--- src/hdl/sifh_cfg.svh ---
`ifndef SIFH_CFG_SVH
`define SIFH_CFG_SVH

// timestamp width from the front end
`define SIFH_TS_W 12
// bin index width, same for coarse and fine histograms
`define SIFH_BIN_W 4
// bins per histogram
`define SIFH_BINS 16
// bin counter width, counts saturate at all ones
`define SIFH_CNT_W 5
// samples per pass
`define SIFH_FRAME_LEN 64
// pass sample counter width, must hold SIFH_FRAME_LEN
`define SIFH_FRAME_W 7
// max credits outstanding at the sender
`define SIFH_CREDITS 2
// outstanding credit counter width
`define SIFH_CREDIT_W 2

`endif

--- src/hdl/sifhPkg.sv ---
`include "sifh_cfg.svh"

package sifhPkg;

    // raw timestamp from the front end
    typedef logic [`SIFH_TS_W-1:0] tsT;

    // histogram bin address
    typedef logic [`SIFH_BIN_W-1:0] binIdxT;

    // per-bin hit count
    typedef logic [`SIFH_CNT_W-1:0] cntT;

    // samples taken in the current pass
    typedef logic [`SIFH_FRAME_W-1:0] frameCntT;

    // credits granted but not yet spent
    typedef logic [`SIFH_CREDIT_W-1:0] creditCntT;

    // controller states, shared by coarse and fine pass
    typedef enum logic [2:0] {
        sIdle, sClear, sAcq, sDrain, sScan, sWindow, sReport
    } stateT;

endpackage

--- src/hdl/binMapper.sv ---
`include "sifh_cfg.svh"

module binMapper (
    input  logic            clk,
    input  logic            rstN,
    input  logic            sampleValid,
    input  sifhPkg::tsT     sample,
    input  logic            pass,
    input  logic            acqEn,
    input  sifhPkg::tsT     thMinus,
    output logic            binValid,
    output sifhPkg::binIdxT binIdx
);
    sifhPkg::tsT     offset;
    logic            inWindow;
    sifhPkg::binIdxT mappedIdx;

    // offset from the lower window bound, only meaningful when sample >= thMinus
    assign offset = sample - thMinus;
    // window is one coarse bin wide, so the top offset bits must be zero
    assign inWindow = (sample >= thMinus)
        && (offset[`SIFH_TS_W-1 -: `SIFH_BIN_W] == '0);

    // coarse: top bits of the stamp
    // fine: next bits of the offset, 16 counts per bin
    assign mappedIdx = pass ? offset[`SIFH_TS_W-`SIFH_BIN_W-1 -: `SIFH_BIN_W]
                            : sample[`SIFH_TS_W-1 -: `SIFH_BIN_W];

    always_ff @(posedge clk) begin
        if (!rstN) begin
            binValid <= 1'b0;
        end else begin
            // out-of-window fine samples are dropped here
            binValid <= sampleValid && acqEn && (!pass || inWindow);
        end
    end

    // index only matters while binValid is high
    always_ff @(posedge clk) begin
        binIdx <= mappedIdx;
    end

endmodule

--- src/hdl/windowCalc.sv ---
`include "sifh_cfg.svh"

module windowCalc (
    input  logic            clk,
    input  logic            rstN,
    input  logic            winLoad,
    input  sifhPkg::binIdxT peakIdx,
    output sifhPkg::tsT     thMinus
);
    // coarse bin span, 256 counts
    localparam int CoarseW = 1 << (`SIFH_TS_W - `SIFH_BIN_W);
    // window opens half a coarse bin below the peak bin
    localparam int HalfW = CoarseW / 2;
    // highest lower bound that keeps the whole window in range
    localparam int MaxLow = (1 << `SIFH_TS_W) - CoarseW;

    logic signed [`SIFH_TS_W+1:0] lowRaw;
    sifhPkg::tsT                  lowClip;

    // peak bin start minus half a bin, may go negative for bin 0
    assign lowRaw = $signed({2'b00, peakIdx, {(`SIFH_TS_W-`SIFH_BIN_W){1'b0}}})
        - (`SIFH_TS_W+2)'(HalfW);

    always_comb begin
        if (lowRaw < 0) begin
            lowClip = '0;
        end else if (lowRaw > (`SIFH_TS_W+2)'(MaxLow)) begin
            lowClip = sifhPkg::tsT'(MaxLow);
        end else begin
            lowClip = lowRaw[`SIFH_TS_W-1:0];
        end
    end

    // held until the next coarse pass finishes
    always_ff @(posedge clk) begin
        if (!rstN) begin
            thMinus <= '0;
        end else if (winLoad) begin
            thMinus <= lowClip;
        end
    end

endmodule

--- src/hdl/histogramRam.sv ---
`include "sifh_cfg.svh"

module histogramRam (
    input  logic            clk,
    input  logic            rstN,
    input  logic            clearEn,
    input  sifhPkg::binIdxT clearAddr,
    input  logic            binValid,
    input  sifhPkg::binIdxT binIdx,
    input  logic            rdEn,
    input  sifhPkg::binIdxT rdAddr,
    output logic            rdValid,
    output sifhPkg::binIdxT rdIdx,
    output sifhPkg::cntT    rdCount
);
    sifhPkg::cntT    mem [`SIFH_BINS];

    // write stage of the read-modify-write
    logic            hitValid;
    sifhPkg::binIdxT hitIdx;
    sifhPkg::cntT    hitCnt;

    sifhPkg::cntT    hitNext;
    sifhPkg::cntT    readCnt;

    // saturating increment, sticks at 31
    assign hitNext = (hitCnt == '1) ? hitCnt : hitCnt + 1'b1;

    // same bin in the write stage: take the value being written,
    // memory still holds the old count on this edge
    assign readCnt = (hitValid && (hitIdx == binIdx)) ? hitNext : mem[binIdx];

    always_ff @(posedge clk) begin
        if (!rstN) begin
            hitValid <= 1'b0;
            rdValid  <= 1'b0;
        end else begin
            hitValid <= binValid;
            rdValid  <= rdEn;
        end
    end

    // read stage for hits
    always_ff @(posedge clk) begin
        hitIdx <= binIdx;
        hitCnt <= readCnt;
    end

    // readout port, one cycle latency, index travels with count
    always_ff @(posedge clk) begin
        rdIdx   <= rdAddr;
        rdCount <= mem[rdAddr];
    end

    // clear and hits never overlap, clear wins anyway
    always_ff @(posedge clk) begin
        if (clearEn) begin
            mem[clearAddr] <= '0;
        end else if (hitValid) begin
            mem[hitIdx] <= hitNext;
        end
    end

endmodule

--- src/hdl/peakDetector.sv ---
`include "sifh_cfg.svh"

module peakDetector (
    input  logic            clk,
    input  logic            rstN,
    input  logic            scanStart,
    input  logic            rdValid,
    input  sifhPkg::binIdxT rdIdx,
    input  sifhPkg::cntT    rdCount,
    output logic            peakDone,
    output sifhPkg::binIdxT peakIdx,
    output sifhPkg::cntT    peakCnt
);
    logic lastBin;
    logic newMax;

    // readout always ends on the top bin
    assign lastBin = rdValid && (rdIdx == sifhPkg::binIdxT'(`SIFH_BINS - 1));

    // strictly greater, so on a tie the lower index stays
    assign newMax = rdValid && (rdCount > peakCnt);

    always_ff @(posedge clk) begin
        if (!rstN) begin
            peakDone <= 1'b0;
        end else begin
            // max already includes bin 15 when this goes high
            peakDone <= lastBin;
        end
    end

    // running max, held after the scan for the report
    always_ff @(posedge clk) begin
        if (!rstN) begin
            peakIdx <= '0;
            peakCnt <= '0;
        end else if (scanStart) begin
            peakIdx <= '0;
            peakCnt <= '0;
        end else if (newMax) begin
            peakIdx <= rdIdx;
            peakCnt <= rdCount;
        end
    end

endmodule

--- src/hdl/hisBuilderFsm.sv ---
`include "sifh_cfg.svh"

module hisBuilderFsm (
    input  logic            clk,
    input  logic            rstN,
    input  logic            start,
    input  logic            sampleValid,
    input  logic            peakDone,
    output logic            creditOut,
    output logic            busy,
    output logic            pass,
    output logic            acqEn,
    output logic            clearEn,
    output sifhPkg::binIdxT clearAddr,
    output logic            rdEn,
    output sifhPkg::binIdxT rdAddr,
    output logic            scanStart,
    output logic            winLoad,
    output logic            resultValid
);
    sifhPkg::stateT     state;

    // shared address counter for clear and scan
    sifhPkg::binIdxT    binCnt;

    // credit bookkeeping for the current pass
    sifhPkg::creditCntT outstanding;
    sifhPkg::frameCntT  issued;
    sifhPkg::frameCntT  accepted;

    logic               drainCnt;
    logic               scanIssued;
    logic               accept;
    logic               inAcq;

    assign inAcq = (state == sifhPkg::sAcq);

    // mapper takes a sample only against a credit still held by the sender
    assign acqEn = inAcq && (outstanding != '0);

    // one grant per cycle while the window and the frame allow it
    assign creditOut = inAcq
        && (outstanding < sifhPkg::creditCntT'(`SIFH_CREDITS))
        && (issued < sifhPkg::frameCntT'(`SIFH_FRAME_LEN));

    // samples without a credit behind them are ignored
    assign accept = acqEn && sampleValid;

    assign clearEn   = (state == sifhPkg::sClear);
    assign clearAddr = binCnt;

    assign rdEn   = (state == sifhPkg::sScan) && !scanIssued;
    assign rdAddr = binCnt;

    // last drain cycle, ahead of the first readout
    assign scanStart = (state == sifhPkg::sDrain) && drainCnt;

    assign winLoad     = (state == sifhPkg::sWindow);
    assign resultValid = (state == sifhPkg::sReport);
    assign busy        = (state != sifhPkg::sIdle);

    always_ff @(posedge clk) begin
        if (!rstN) begin
            state       <= sifhPkg::sIdle;
            pass        <= 1'b0;
            binCnt      <= '0;
            outstanding <= '0;
            issued      <= '0;
            accepted    <= '0;
            drainCnt    <= 1'b0;
            scanIssued  <= 1'b0;
        end else begin
            case (state)
                sifhPkg::sIdle: begin
                    if (start) begin
                        state  <= sifhPkg::sClear;
                        pass   <= 1'b0;
                        binCnt <= '0;
                    end
                end
                // one bin per cycle, wraps back to 0 for the scan later
                sifhPkg::sClear: begin
                    binCnt <= binCnt + 1'b1;
                    if (binCnt == sifhPkg::binIdxT'(`SIFH_BINS - 1)) begin
                        state       <= sifhPkg::sAcq;
                        outstanding <= '0;
                        issued      <= '0;
                        accepted    <= '0;
                    end
                end
                sifhPkg::sAcq: begin
                    // a spent credit is returned on the next cycle
                    outstanding <= outstanding + sifhPkg::creditCntT'(creditOut)
                        - sifhPkg::creditCntT'(accept);
                    issued <= issued + sifhPkg::frameCntT'(creditOut);
                    if (accept) begin
                        accepted <= accepted + 1'b1;
                    end
                    // last sample of the frame ends the pass
                    if (accept && (accepted == sifhPkg::frameCntT'(`SIFH_FRAME_LEN - 1))) begin
                        state    <= sifhPkg::sDrain;
                        drainCnt <= 1'b0;
                    end
                end
                // two cycles for mapper and RAM write stage to empty
                sifhPkg::sDrain: begin
                    drainCnt <= 1'b1;
                    if (drainCnt) begin
                        state      <= sifhPkg::sScan;
                        binCnt     <= '0;
                        scanIssued <= 1'b0;
                    end
                end
                sifhPkg::sScan: begin
                    if (rdEn) begin
                        binCnt <= binCnt + 1'b1;
                        if (binCnt == sifhPkg::binIdxT'(`SIFH_BINS - 1)) begin
                            scanIssued <= 1'b1;
                        end
                    end
                    if (peakDone) begin
                        state <= pass ? sifhPkg::sReport : sifhPkg::sWindow;
                    end
                end
                // window latched this cycle, fine pass follows
                sifhPkg::sWindow: begin
                    pass   <= 1'b1;
                    binCnt <= '0;
                    state  <= sifhPkg::sClear;
                end
                sifhPkg::sReport: begin
                    state <= sifhPkg::sIdle;
                end
                default: begin
                    state <= sifhPkg::sIdle;
                end
            endcase
        end
    end

endmodule

--- src/hdl/sifhTop.sv ---
`include "sifh_cfg.svh"

module sifhTop (
    input  logic            clk,
    input  logic            rstN,
    input  logic            start,
    input  logic            sampleValid,
    input  sifhPkg::tsT     sample,
    output logic            creditOut,
    output logic            busy,
    output logic            resultValid,
    output sifhPkg::binIdxT peakCoarse,
    output sifhPkg::binIdxT peakFine,
    output sifhPkg::cntT    peakCount,
    output sifhPkg::tsT     tsEstimate
);
    // half a coarse bin, undoes the window offset
    localparam int HalfCoarse = (1 << (`SIFH_TS_W - `SIFH_BIN_W)) / 2;
    // fine bin width and its centre
    localparam int FineShift = `SIFH_TS_W - 2 * `SIFH_BIN_W;
    localparam int HalfFine  = (1 << FineShift) / 2;

    logic            pass;
    logic            acqEn;
    logic            clearEn;
    sifhPkg::binIdxT clearAddr;
    logic            rdEn;
    sifhPkg::binIdxT rdAddr;
    logic            scanStart;
    logic            winLoad;
    logic            binValid;
    sifhPkg::binIdxT binIdx;
    logic            rdValid;
    sifhPkg::binIdxT rdIdx;
    sifhPkg::cntT    rdCount;
    logic            peakDone;
    sifhPkg::binIdxT peakIdx;
    sifhPkg::cntT    peakCnt;
    sifhPkg::tsT     thMinus;
    sifhPkg::tsT     thCentre;

    hisBuilderFsm u_hisBuilderFsm (
        .clk(clk), .rstN(rstN), .start(start), .sampleValid(sampleValid),
        .peakDone(peakDone), .creditOut(creditOut), .busy(busy), .pass(pass),
        .acqEn(acqEn), .clearEn(clearEn), .clearAddr(clearAddr), .rdEn(rdEn),
        .rdAddr(rdAddr), .scanStart(scanStart), .winLoad(winLoad),
        .resultValid(resultValid)
    );

    binMapper u_binMapper (
        .clk(clk), .rstN(rstN), .sampleValid(sampleValid), .sample(sample),
        .pass(pass), .acqEn(acqEn), .thMinus(thMinus), .binValid(binValid),
        .binIdx(binIdx)
    );

    histogramRam u_histogramRam (
        .clk(clk), .rstN(rstN), .clearEn(clearEn), .clearAddr(clearAddr),
        .binValid(binValid), .binIdx(binIdx), .rdEn(rdEn), .rdAddr(rdAddr),
        .rdValid(rdValid), .rdIdx(rdIdx), .rdCount(rdCount)
    );

    peakDetector u_peakDetector (
        .clk(clk), .rstN(rstN), .scanStart(scanStart), .rdValid(rdValid),
        .rdIdx(rdIdx), .rdCount(rdCount), .peakDone(peakDone),
        .peakIdx(peakIdx), .peakCnt(peakCnt)
    );

    windowCalc u_windowCalc (
        .clk(clk), .rstN(rstN), .winLoad(winLoad), .peakIdx(peakIdx),
        .thMinus(thMinus)
    );

    // coarse peak recovered from the latched bound, the clip at 0 still maps to bin 0
    assign thCentre   = thMinus + sifhPkg::tsT'(HalfCoarse);
    assign peakCoarse = thCentre[`SIFH_TS_W-1 -: `SIFH_BIN_W];

    assign peakFine  = peakIdx;
    assign peakCount = peakCnt;

    // centre of the fine peak bin
    assign tsEstimate = thMinus + (sifhPkg::tsT'(peakIdx) << FineShift)
        + sifhPkg::tsT'(HalfFine);

endmodule

--- config.mk ---
export PLATFORM = sky130hd
export DESIGN_NAME = sifhTop
export DESIGN_NICKNAME = d
export VERILOG_FILES = /design/src/hdl/sifhPkg.sv /design/src/hdl/binMapper.sv /design/src/hdl/windowCalc.sv /design/src/hdl/histogramRam.sv /design/src/hdl/peakDetector.sv /design/src/hdl/hisBuilderFsm.sv /design/src/hdl/sifhTop.sv
export VERILOG_INCLUDE_DIRS = /design/src /design/src/hdl
export SDC_FILE = /design/constraint.sdc
export NUM_CORES = 1
export LEC_CHECK = 0
export ABC_AREA = 1
export BUFFER_PORTS_ARGS = -buffer_cell sky130_fd_sc_hd__buf_2
export CORE_UTILIZATION = 30
export DETAILED_ROUTE_END_ITERATION = 10
export GPL_TIMING_DRIVEN = 1
export PLACE_DENSITY = 0.53
export SYNTH_ARGS = -nofsm -noshare
export SYNTH_HDL_FRONTEND = slang
export SYNTH_HIERARCHICAL = 1
export SYNTH_SLANG_ARGS = --single-unit
--- constraint.sdc ---
create_clock -name clk -period 2.6 [get_ports clk]
set_input_delay 0.13 -clock clk [delete_from_list [all_inputs] [get_ports clk]]
set_output_delay 0.13 -clock clk [all_outputs]
set_load 0.01 [all_outputs]
==> results of run 1 <==
power by group through the flow:
stage | Clock, mW | Sequential [mW] | Combinational, mW
finish | 2.37 | 2.83 | 2.30
global route | 2.53 | 2.86 | 2.59
CTS | 2.43 | 2.83 | 2.30
detailed placement | 0 | 2.88 | 2.28
global placement | 0 | 2.87 | 2.28
floorplan | 0 | 2.80 | 1.87
tightest hold or removal path, cell delays in order:
cell and delay [ns]:
buf_2 0.12, nor2_1 0.10, a31oi_1 0.05
layout make-up:
type / count / area (sq um)
well taps: 384 / 480.5
multi-input cells: 791 / 4080
inverters: 196 / 735.7
clock inverters: 9 / 75.07
flip-flops and latches: 146 / 3726
repair buffers: 60 / 360.3
fillers: 3048 / 18900
clock buffers: 23 / 503.0
routing by layer:
layer	routed length [um]	share of wire, %
met1	10740	47
met2	10390	46
met3	1111	4.9
met4	395	1.7
met5	0	0
repair_timing:
action,in CTS,in global routing
hold buffers,3,0
hold endpoints to repair,3,0
setup endpoints to repair,0,0
registers in the layout, summed over array words and instances, names as in the netlist, 2 cells and up:
name	flops
u_histogramRam/mem	80
u_hisBuilderFsm/accepted	7
u_hisBuilderFsm/issued	7
u_histogramRam/hitCnt	5
u_histogramRam/rdCount	5
u_peakDetector/peakCnt	5
u_windowCalc/thMinus	5
u_binMapper/binIdx	4
u_hisBuilderFsm/clearAddr	4
u_histogramRam/hitIdx	4
u_histogramRam/rdIdx	4
u_peakDetector/peakIdx	4
u_hisBuilderFsm/state	3
u_hisBuilderFsm/outstanding	2
per-stage QoR:
stage,cells,hold WS [ns],setup WS (ns),area (sq um)
2_1_floorplan,1181,0.2235,0.3582,8860
3_5_place_dp,1574,0.4009,0.3615,9353
3_3_place_gp,1574,0.4017,0.4383,9353
5_1_grt,1609,0.01472,0.1769,9961
4_1_cts,1609,0.01255,0.3424,9961
6_report,1609,0.03620,0.2735,9961
kinds of logic (layout without fill, tap and decap cells):
kind of cell / after synthesis / after routing / synth area share, %
AND/OR/NAND/NOR: 599 / 599 / 30.36
XOR/XNOR: 13 / 13 / 1.288
AO/OA/AOI/OAI: 141 / 141 / 9.755
buffers and inverters: 244 / 288 / 11.95
other: 1 / 7 / 0.04243
adder cells (fa/ha/maj): 31 / 31 / 4.474
flip-flops: 146 / 146 / 42.14
cell usage after synthesis (all sizes together) (6+ instances only):
cell type    n
nor2        96
nand3      158
inv        194
xnor2        9
nand2      313
nor3         6
or2          9
clkbuf       8
dfxtp       66
o211ai      21
buf         40
nand4       12
ha          30
edfxtp      80
o21ai       38
a21oi       74
worst paths after layout:
check / start / end / slack [ns] / cells past startpoint
hold reg to reg: u_binMapper/binValid$_SDFF_PN0_ / u_histogramRam/hitValid$_SDFF_PN0_ / 0.43 / 2
hold / removal: sample[11] / u_binMapper/binIdx[3]$_DFF_P_ / 0.04 / 3
setup reg to reg: u_hisBuilderFsm/state[0]$_SDFFE_PN0P_ / u_histogramRam/mem[3][2]$_DFFE_PP_ / 0.27 / 8
setup / recovery: u_hisBuilderFsm/state[0]$_SDFFE_PN0P_ / u_histogramRam/mem[3][2]$_DFFE_PP_ / 0.27 / 8
placed cells by master (no fill, tap or decap), drive strengths merged, types with 3 or more instances in the layout:
cell type	instances
nand3b	3
inv	195
nor3	6
dfxtp	66
ha	30
o21ai	38
clkinv	9
o211ai	21
or2	9
nand3	158
clkbuf	23
conb	7
xnor2	9
dlygate4sd3	3
nand2	313
nand4	12
nor2	96
a21oi	74
buf	57
edfxtp	80
xor2	4
==> flow_summary_export.csv, run 1 <==
group,metric,value,unit
run_status,status,"complete, no violations",
power_and_ir_drop,leakage,4.397,nW
floorplan,core_area,0.02886,sq mm
timing,hold_viol,0,
placement,globalplace.congestion,0.8889,
timing,skew,0.01036,ns
global_routing,met1_usage,20.99,%
timing,layout_min_cycle_time,2.326,ns
synth,avgSynthCellArea,7.521,sq um
clock_network,root_buffer,"clkbuf_16",
clock_network,cts.htree.levels,4,
clock_network,clkTransAtPathRegs,0.06,ns
clock_network,cts.sinks,146,
clock_network,cts_setup_buffers,0,
timing,tightest_slew,0.6688,ns
critical_path,cp_slowest_stage_delay,0.46,ns
floorplan,initial_utilization,30.62,%
critical_path,worst_setup_path_end_kind,"flop",
flow_run,maxCapViolCount,0,
floorplan,die_area,0.03015,sq mm
power_and_ir_drop,power,7.500,mW
power_and_ir_drop,p_int,4.818,mW
timing,fin_crit_sh,89.48,%
floorplan,row_count,62,
synth,synthCells,1175,
synth,netlist_area,0.008837,sq mm
global_routing,track_usage,15.62,%
global_routing,grt_use_met3,2.522,%
timing,timing.fmax,429.8,MHz
power_and_ir_drop,swShare,35.76,%
clock_network,numCtsBuffers,17,
final_layout,nets,1259,
drt,drt-initial-drc-count,606,
placement,dp_hpwl,15.99,mm
placement,placement.io_buffers,39,
final_layout,area_growth,12.71,%
drt,vias,7446,
drt,drc,0,
floorplan,io_pins,44,
global_routing,grt_pass1_vias,7130,
drt,drt-total-wl,22.65,mm
power_and_ir_drop,switching_power,2.682,mW
synth,synth_top_area_share,27.18,%
clock_network,tritoncts,"built",
critical_path,critical_path_class,"flop to flop",
critical_path,cp_slowest_cell,"dfxtp_1",
clock_network,cts.path.max_buffers,2,
synth,synth_seq_cells,146,
worst_hold_path,min_path_type,"input port to flop",
power_and_ir_drop,comb_power_share,30.7,%
drt,wl_per_cell,14.07,um
power_and_ir_drop,ir_drop,516.4,uV
critical_path,worstPathMaxFanout,11,
critical_path,worstPathCellList,"nand2_2, nor2_4, nor2_4, inv_2, nand2_1, o21ai_2, nand2_1, nor2_1",
power_and_ir_drop,powerDensity,753.0,mW/mm^2
synth,yosys.area.top_type,"edfxtp_1",
synth,synth.area.top_cells,"edfxtp_1 (27%), dfxtp_1 (15%), nand2_1 (13%)",
final_layout,diodes,0,
drt,viasPerCell,4.628,
floorplan,die_w,173.6,um
floorplan,die_h,173.6,um
global_routing,grt_pass1_wl,37.05,mm
global_routing,busiest_layer,"met2",
synth,synth_edf_count,80,
timing,drv_slew,0,
timing,finalSetupViolCount,0,
power_and_ir_drop,p_clk_share,31.6,%
critical_path,startpoint_type,"flop",
global_routing,gr-usage-met2,25.25,%
drt,drt_first_pass_iters,6,
timing,relSlewSlack,55.31,%
synth,yosys_warnings,6,
critical_path,crit_required,2.66,ns
synth,synth_ff_type,"edfxtp_1",
timing,rsz0062_at_grt,"no",
final_layout,utilization,34.52,%
critical_path,worst-path-buf-inv,1,
global_routing,antenna_found_initial,0,
clock_network,clock_latency,0.42,ns
clock_network,cts_resized,0,
drt,ant_nets,0,
synth,yosysUniqueCellTypes,49,
global_routing,grt_overflow,0,
global_routing,grt_max_degree,59,
critical_path,crit_family,"simple AND/OR/NAND/NOR gates",
synth,ys_seq_area_share,42.14,%
timing,setup_tns,0,ns
final_layout,drive_above_1_share,12.90,%
power_and_ir_drop,seq_power_share,37.8,%
synth,async_flop_share,0,%
critical_path,crit_arrival,2.39,ns
No activity file was read; power rests on OpenSTA's default activity.
==> run 2, diff against run 1 <==
--- a/config.mk
+++ b/config.mk
@@ -11,7 +11,7 @@
 export CORE_UTILIZATION = 30
 export DETAILED_ROUTE_END_ITERATION = 10
 export GPL_TIMING_DRIVEN = 1
-export PLACE_DENSITY = 0.53
+export PLACE_DENSITY_LB_ADDON = 0.15
 export SYNTH_ARGS = -nofsm -noshare
 export SYNTH_HDL_FRONTEND = slang
 export SYNTH_HIERARCHICAL = 1
==> flow_summary_export.csv, run 2 (synthesis gave the netlist of run 1 again) <==
group,metric,value,unit
run_status,status,"complete, no violations",
floorplan,die_h,173.6,um
critical_path,cp_slowest_stage_delay,0.47,ns
timing,skew,0.01509,ns
power_and_ir_drop,ir_drop,408.3,uV
global_routing,grt_overflow,0,
drt,drt-initial-drc-count,640,
clock_network,clkTransAtPathRegs,0.06,ns
clock_network,cts_resized,0,
drt,vias,7477,
clock_network,tritoncts,"built",
power_and_ir_drop,seq_power_share,37.6,%
final_layout,nets,1261,
flow_run,maxCapViolCount,0,
power_and_ir_drop,swShare,37.73,%
timing,layout_min_cycle_time,2.160,ns
clock_network,root_buffer,"clkbuf_16",
final_layout,largest_reg_flops,80,
worst_hold_path,min_path_type,"input port to flop",
worst_hold_path,hold_end,"u_binMapper/binIdx[0]$_DFF_P_",
drt,viasPerCell,4.641,
global_routing,grt_max_degree,71,
critical_path,critical_path_class,"flop to flop",
floorplan,die_area,0.03015,sq mm
timing,relSlewSlack,56.34,%
power_and_ir_drop,p_clk_share,32.0,%
final_layout,drive_above_1_share,13.04,%
drt,drc,0,
drt,ant_nets,0,
final_layout,final_cell_mix,"nand2_1 (295), inv_1 (182), nand3_1 (155), nor2_1 (84), edfxtp_1 (80)",
floorplan,initial_utilization,30.62,%
placement,globalplace.congestion,0.8274,
clock_network,clock_latency,0.43,ns
clock_network,cts.htree.levels,4,
floorplan,row_count,62,
critical_path,worstPathMaxFanout,11,
timing,drv_slew,0,
placement,dp_hpwl,17.19,mm
global_routing,track_usage,16.26,%
placement,placement.io_buffers,39,
drt,drt-total-wl,23.81,mm
final_layout,n_fill_cell,3103,
final_layout,utilization,34.59,%
critical_path,cp-startpoint,"u_hisBuilderFsm/state[2]$_SDFFE_PN0P_",
final_layout,diodes,0,
timing,tightest_slew,0.6534,ns
critical_path,worstPathCellList,"inv_1, nand2_2, nor2_4, nor2_4, inv_2, nand2_1, o21ai_2, nand2_1, nor2_1",
critical_path,rrSetupSlack,0.44,ns
timing,timing.fmax,462.9,MHz
final_layout,area_growth,12.95,%
final_layout,top_regs,"u_histogramRam/mem x80, u_hisBuilderFsm/accepted x7, u_hisBuilderFsm/issued x7",
clock_network,cts_setup_buffers,0,
timing,finalSetupViolCount,0,
critical_path,worst_setup_path_end_kind,"flop",
worst_hold_path,whs_path_depth,3,
worst_hold_path,hold_start,"sample[8]",
power_and_ir_drop,switching_power,2.862,mW
timing,setup_ws,0.4399,ns
clock_network,cts.sinks,146,
drt,wl_per_cell,14.78,um
timing,rsz0062_at_grt,"no",
critical_path,cp_slowest_cell,"nor2_1",
drt,drt_first_pass_iters,5,
power_and_ir_drop,comb_power_share,30.4,%
critical_path,r2r_start,"u_hisBuilderFsm/state[2]$_SDFFE_PN0P_",
timing,fin_crit_sh,83.08,%
final_layout,layout_commonest_cell,"nand2_1",
global_routing,grt_pass1_wl,38.28,mm
placement,dpl_worst_slack,0.4395,ns
critical_path,rr_worst_depth,9,
critical_path,worst-path-buf-inv,2,
critical_path,startpoint_type,"flop",
critical_path,crit_required,2.67,ns
global_routing,antenna_found_initial,0,
timing,hold_viol,0,
clock_network,numCtsBuffers,17,
clock_network,cts.path.max_buffers,2,
power_and_ir_drop,p_int,4.724,mW
power_and_ir_drop,leakage,4.384,nW
floorplan,io_pins,44,
global_routing,grt_pass1_vias,7091,
critical_path,crit_family,"simple AND/OR/NAND/NOR gates",
timing,setup_tns,0,ns
critical_path,reg2reg_to,"u_histogramRam/mem[3][3]$_DFFE_PP_",
final_layout,largest_register,"u_histogramRam/mem",
floorplan,core_area,0.02886,sq mm
critical_path,crit_arrival,2.23,ns
power_and_ir_drop,powerDensity,760.0,mW/mm^2
floorplan,die_w,173.6,um
[run 2: cell count changes in the layout (fill, tap and decap cells not counted)]
| cell | change |
|---|---|
| buf_12 | +1 |
| inv_4 | -1 |
| inv_6 | +5 |
| clkbuf_16 | -2 |
| clkbuf_2 | -2 |
| buf_4 | +1 |
| clkinv_2 | -5 |
| clkinv_4 | -1 |
| clkbuf_8 | -1 |
| clkinvlp_4 | +4 |
| inv_8 | +3 |
[run 2: worst register-to-register path: cells and delay by family (launching register included)]
| family | cells | cell delay (ns) |
|---|---|---|
| DFF | 1 | 0.35 |
| and+or+nand+nor | 6 | 1.06 |
| buffers and inverters | 2 | 0.29 |
| AOI/OAI and AO/OA | 1 | 0.10 |
[run 2: repair_timing]
item / CTS / global route
endpoints found under the hold margin: 3 / 0
hold buffers: 3 / 0
endpoints found under the setup margin: 0 / 0
[run 2: power groups by stage]
stage	registers, mW	logic [mW]	clock network, mW
after detailed placement	2.91	2.30	0
after global placement	2.91	2.31	0
after global routing	2.89	2.61	2.58
final	2.85	2.31	2.43
after floorplan	2.80	1.87	0
after CTS	2.86	2.31	2.49
[run 2: layer usage]
metal | vias to the layer above | wire [um] | global-route usage [%]
li1 | 3852 | - | -
met1 | 3462 | 11920 | 23.18
met2 | 146 | 10670 | 25.75
met3 | 17 | 991 | 2.588
met4 | 0 | 239 | 3.618
met5 | - | 0 | 0
[run 2: per-stage QoR]
| stage | std cells | hold WS, ns | total power [mW] | cell area [sq um] |
|---|---|---|---|---|
| final | 1611 | 0.01587 | 7.586 | 9982 |
| after global routing | 1611 | 0.03596 | 8.086 | 9982 |
| after CTS | 1611 | 0.01519 | 7.661 | 9982 |
| after detailed placement | 1576 | 0.4006 | 5.206 | 9380 |
| after global placement | 1576 | 0.3899 | 5.212 | 9380 |
| after floorplan | 1181 | 0.2235 | 4.675 | 8860 |
[run 2: cell type report]
type                            count  area (sq um)  area share [%]
Clock inverter                     14         142.6           1.429
Tap cell                          384         480.5           4.813
Timing Repair Buffer               62         387.9           3.886
Sequential cell                   146          3726           37.33
Multi-Input combinational cell    791          4080           40.87
Clock buffer                       18         429.2           4.299
Inverter                          196         735.7           7.370
[run 2: worst max-delay path by stage]
stage / depth (start not counted) / end / slack (ns)
after global placement: 7 / u_histogramRam/mem[7][0]$_DFFE_PP_ / 0.47
final: 9 / u_histogramRam/mem[3][3]$_DFFE_PP_ / 0.44
after CTS: 8 / u_histogramRam/mem[7][0]$_DFFE_PP_ / 0.43
after global routing: 8 / u_histogramRam/mem[3][3]$_DFFE_PP_ / 0.28
after floorplan: 10 / u_hisBuilderFsm/issued[6]$_SDFFE_PN0P_ / 0.36
after detailed placement: 8 / u_histogramRam/mem[7][0]$_DFFE_PP_ / 0.44
==> run 3, diff against run 2 <==
==> constraint.sdc (replaced) <==
create_clock -name clk -period 1.8 [get_ports clk]
set_input_delay 0.09 -clock clk [delete_from_list [all_inputs] [get_ports clk]]
set_output_delay 0.09 -clock clk [all_outputs]
set_load 0.01 [all_outputs]
==> flow_summary_export.csv, run 3 (synthesis gave the netlist of run 1 again) <==
group,metric,value,unit
run_status,status,"complete, no violations",
final_layout,final_cell_mix,"nand2_1 (287), inv_1 (180), nand3_1 (150), edfxtp_1 (80), nor2_1 (67)",
power_and_ir_drop,seq_power_share,34.6,%
placement,placed_cell_area,0.009817,sq mm
final_layout,diodes,0,
floorplan,row_count,62,
timing,layout_min_cycle_time,1.800,ns
timing,hold_viol,0,
flow_run,maxCapViolCount,0,
floorplan,die_area,0.03015,sq mm
critical_path,critical_path_class,"flop to flop",
critical_path,worstPathCellList,"buf_6, nor2_4, nand2_4, nor3_4, ha_4, ha_4, nand4_1, nand3b_1, o21ai_1, a21oi_1",
timing,setup_tns,0,ns
final_layout,largest_reg_flops,80,
placement,dpl_worst_slack,-0.1020,ns
clock_network,numCtsBuffers,17,
power_and_ir_drop,swShare,36.97,%
clock_network,cts.path.max_buffers,2,
timing,timing.fmax,555.6,MHz
drt,drt-total-wl,24.52,mm
final_layout,utilization,37.40,%
power_and_ir_drop,ir_drop,660.0,uV
placement,globalplace.congestion,0.8289,
power_and_ir_drop,switching_power,4.299,mW
final_layout,final_cells,1648,
final_layout,design_area,0.01079,sq mm
floorplan,die_w,173.6,um
final_layout,largest_register,"u_histogramRam/mem",
final_layout,top_regs,"u_histogramRam/mem x80, u_hisBuilderFsm/accepted x7, u_hisBuilderFsm/issued x7",
critical_path,cp-startpoint,"u_hisBuilderFsm/state[0]$_SDFFE_PN0P_",
power_and_ir_drop,powerDensity,1078,mW/mm^2
power_and_ir_drop,leakage,4.641,nW
global_routing,grt_pass1_wl,38.69,mm
final_layout,n_fill_cell,3059,
global_routing,grt_max_degree,82,
critical_path,worstPathMaxFanout,3,
critical_path,cpMostUsedCell,"ha_4",
critical_path,rr_worst_depth,10,
placement,placement.io_buffers,39,
power_and_ir_drop,power,11.63,mW
floorplan,die_h,173.6,um
drt,drt_first_pass_iters,6,
clock_network,clock_latency,0.43,ns
clock_network,cts.htree.levels,4,
timing,tightest_slew,0.5762,ns
critical_path,cp_slowest_stage_delay,0.34,ns
clock_network,root_buffer,"clkbuf_16",
drt,vias,7601,
power_and_ir_drop,p_int,7.331,mW
clock_network,tritoncts,"built",
clock_network,cts.sinks,146,
clock_network,clkTransAtPathRegs,0.07,ns
critical_path,startpoint_type,"flop",
timing,drv_slew,0,
placement,placed_cells,1609,
critical_path,rrSetupSlack,0.0002,ns
global_routing,grt_overflow,0,
power_and_ir_drop,p_clk_share,31.6,%
drt,drt-initial-drc-count,562,
timing,finalSetupViolCount,0,
final_layout,nets,1298,
drt,drc,0,
critical_path,r2r_start,"u_hisBuilderFsm/state[0]$_SDFFE_PN0P_",
power_and_ir_drop,comb_power_share,33.8,%
timing,setup_ws,0.0002287,ns
floorplan,initial_utilization,30.62,%
global_routing,track_usage,16.56,%
worst_hold_path,min_path_type,"input port to flop",
critical_path,crit_arrival,2.12,ns
timing,whs,0.06092,ns
placement,dp_hpwl,17.63,mm
floorplan,core_area,0.02886,sq mm
drt,ant_nets,0,
timing,rsz0062_at_grt,"yes",
timing,fin_crit_sh,99.99,%
floorplan,io_pins,44,
drt,viasPerCell,4.612,
drt,wl_per_cell,14.88,um
global_routing,grt_pass1_vias,7088,
final_layout,drive_above_1_share,19.15,%
critical_path,crit_required,2.12,ns
critical_path,cp_slowest_cell,"dfxtp_2",
critical_path,cp-endpoint,"u_hisBuilderFsm/issued[6]$_SDFFE_PN0P_",
final_layout,layout_commonest_cell,"nand2_1",
final_layout,area_growth,22.13,%
timing,skew,0.01381,ns
timing,relSlewSlack,61.35,%
global_routing,antenna_found_initial,0,
critical_path,reg2reg_to,"u_hisBuilderFsm/issued[6]$_SDFFE_PN0P_",
critical_path,worst_setup_path_end_kind,"flop",
run 3: layer usage:
layer,share of wire (%),track usage (%),vias to the layer above,wire (um)
li1,-,-,3930,-
met1,50,23.41,3522,12300
met2,45,26.17,132,11110
met3,3.6,2.851,17,880
met4,0.96,4.020,0,235
met5,0,0,-,0
run 3: repair_timing:
item                                    CTS  global route
gates cloned                              0             0
endpoints found under the setup margin   57            99
hold buffers                              5             0
setup buffers                             1             2
endpoints found under the hold margin     5             0
pin swaps                                 5            12
gates resized for setup                   5            64
run 3: worst min path at each step:
stage                                              end       from  depth (start not counted)  slack (ns)
detailed placement       u_binMapper/binIdx[1]$_DFF_P_  sample[9]                          3        0.35
finish               u_hisBuilderFsm/pass$_SDFFE_PN0P_      start                          4        0.06
global route         u_hisBuilderFsm/pass$_SDFFE_PN0P_      start                          4        0.11
global placement         u_binMapper/binIdx[1]$_DFF_P_  sample[9]                          3        0.35
CTS                  u_hisBuilderFsm/pass$_SDFFE_PN0P_      start                          4        0.04
floorplan           u_histogramRam/hitValid$_SDFF_PN0_       rstN                          2        0.18
run 3: critical path, delay by kind of cell, from the launching register on:
| family | cells | cell delay, ns |
|---|---|---|
| flops | 1 | 0.34 |
| fa+ha+maj | 2 | 0.31 |
| buf+inv | 1 | 0.12 |
| simple gates | 5 | 0.73 |
| compound gates | 2 | 0.19 |
run 3: final cells by class:
class	count	area, sq um	area share, %
multi-input cells	791	4431	41.05
flip-flops and latches	146	3730	34.56
repair buffers	99	804.5	7.454
inverters	196	740.7	6.863
well taps	384	480.5	4.452
clock buffers	17	425.4	3.942
clock inverters	15	181.4	1.681
run 3: power by group through the flow:
stage	clock network [mW]	logic, mW	registers [mW]
floorplan	0	2.78	4.06
global placement	0	3.75	4.09
detailed placement	0	3.74	4.09
CTS	3.78	3.82	4.02
global route	3.93	4.38	4.06
finish	3.68	3.93	4.02
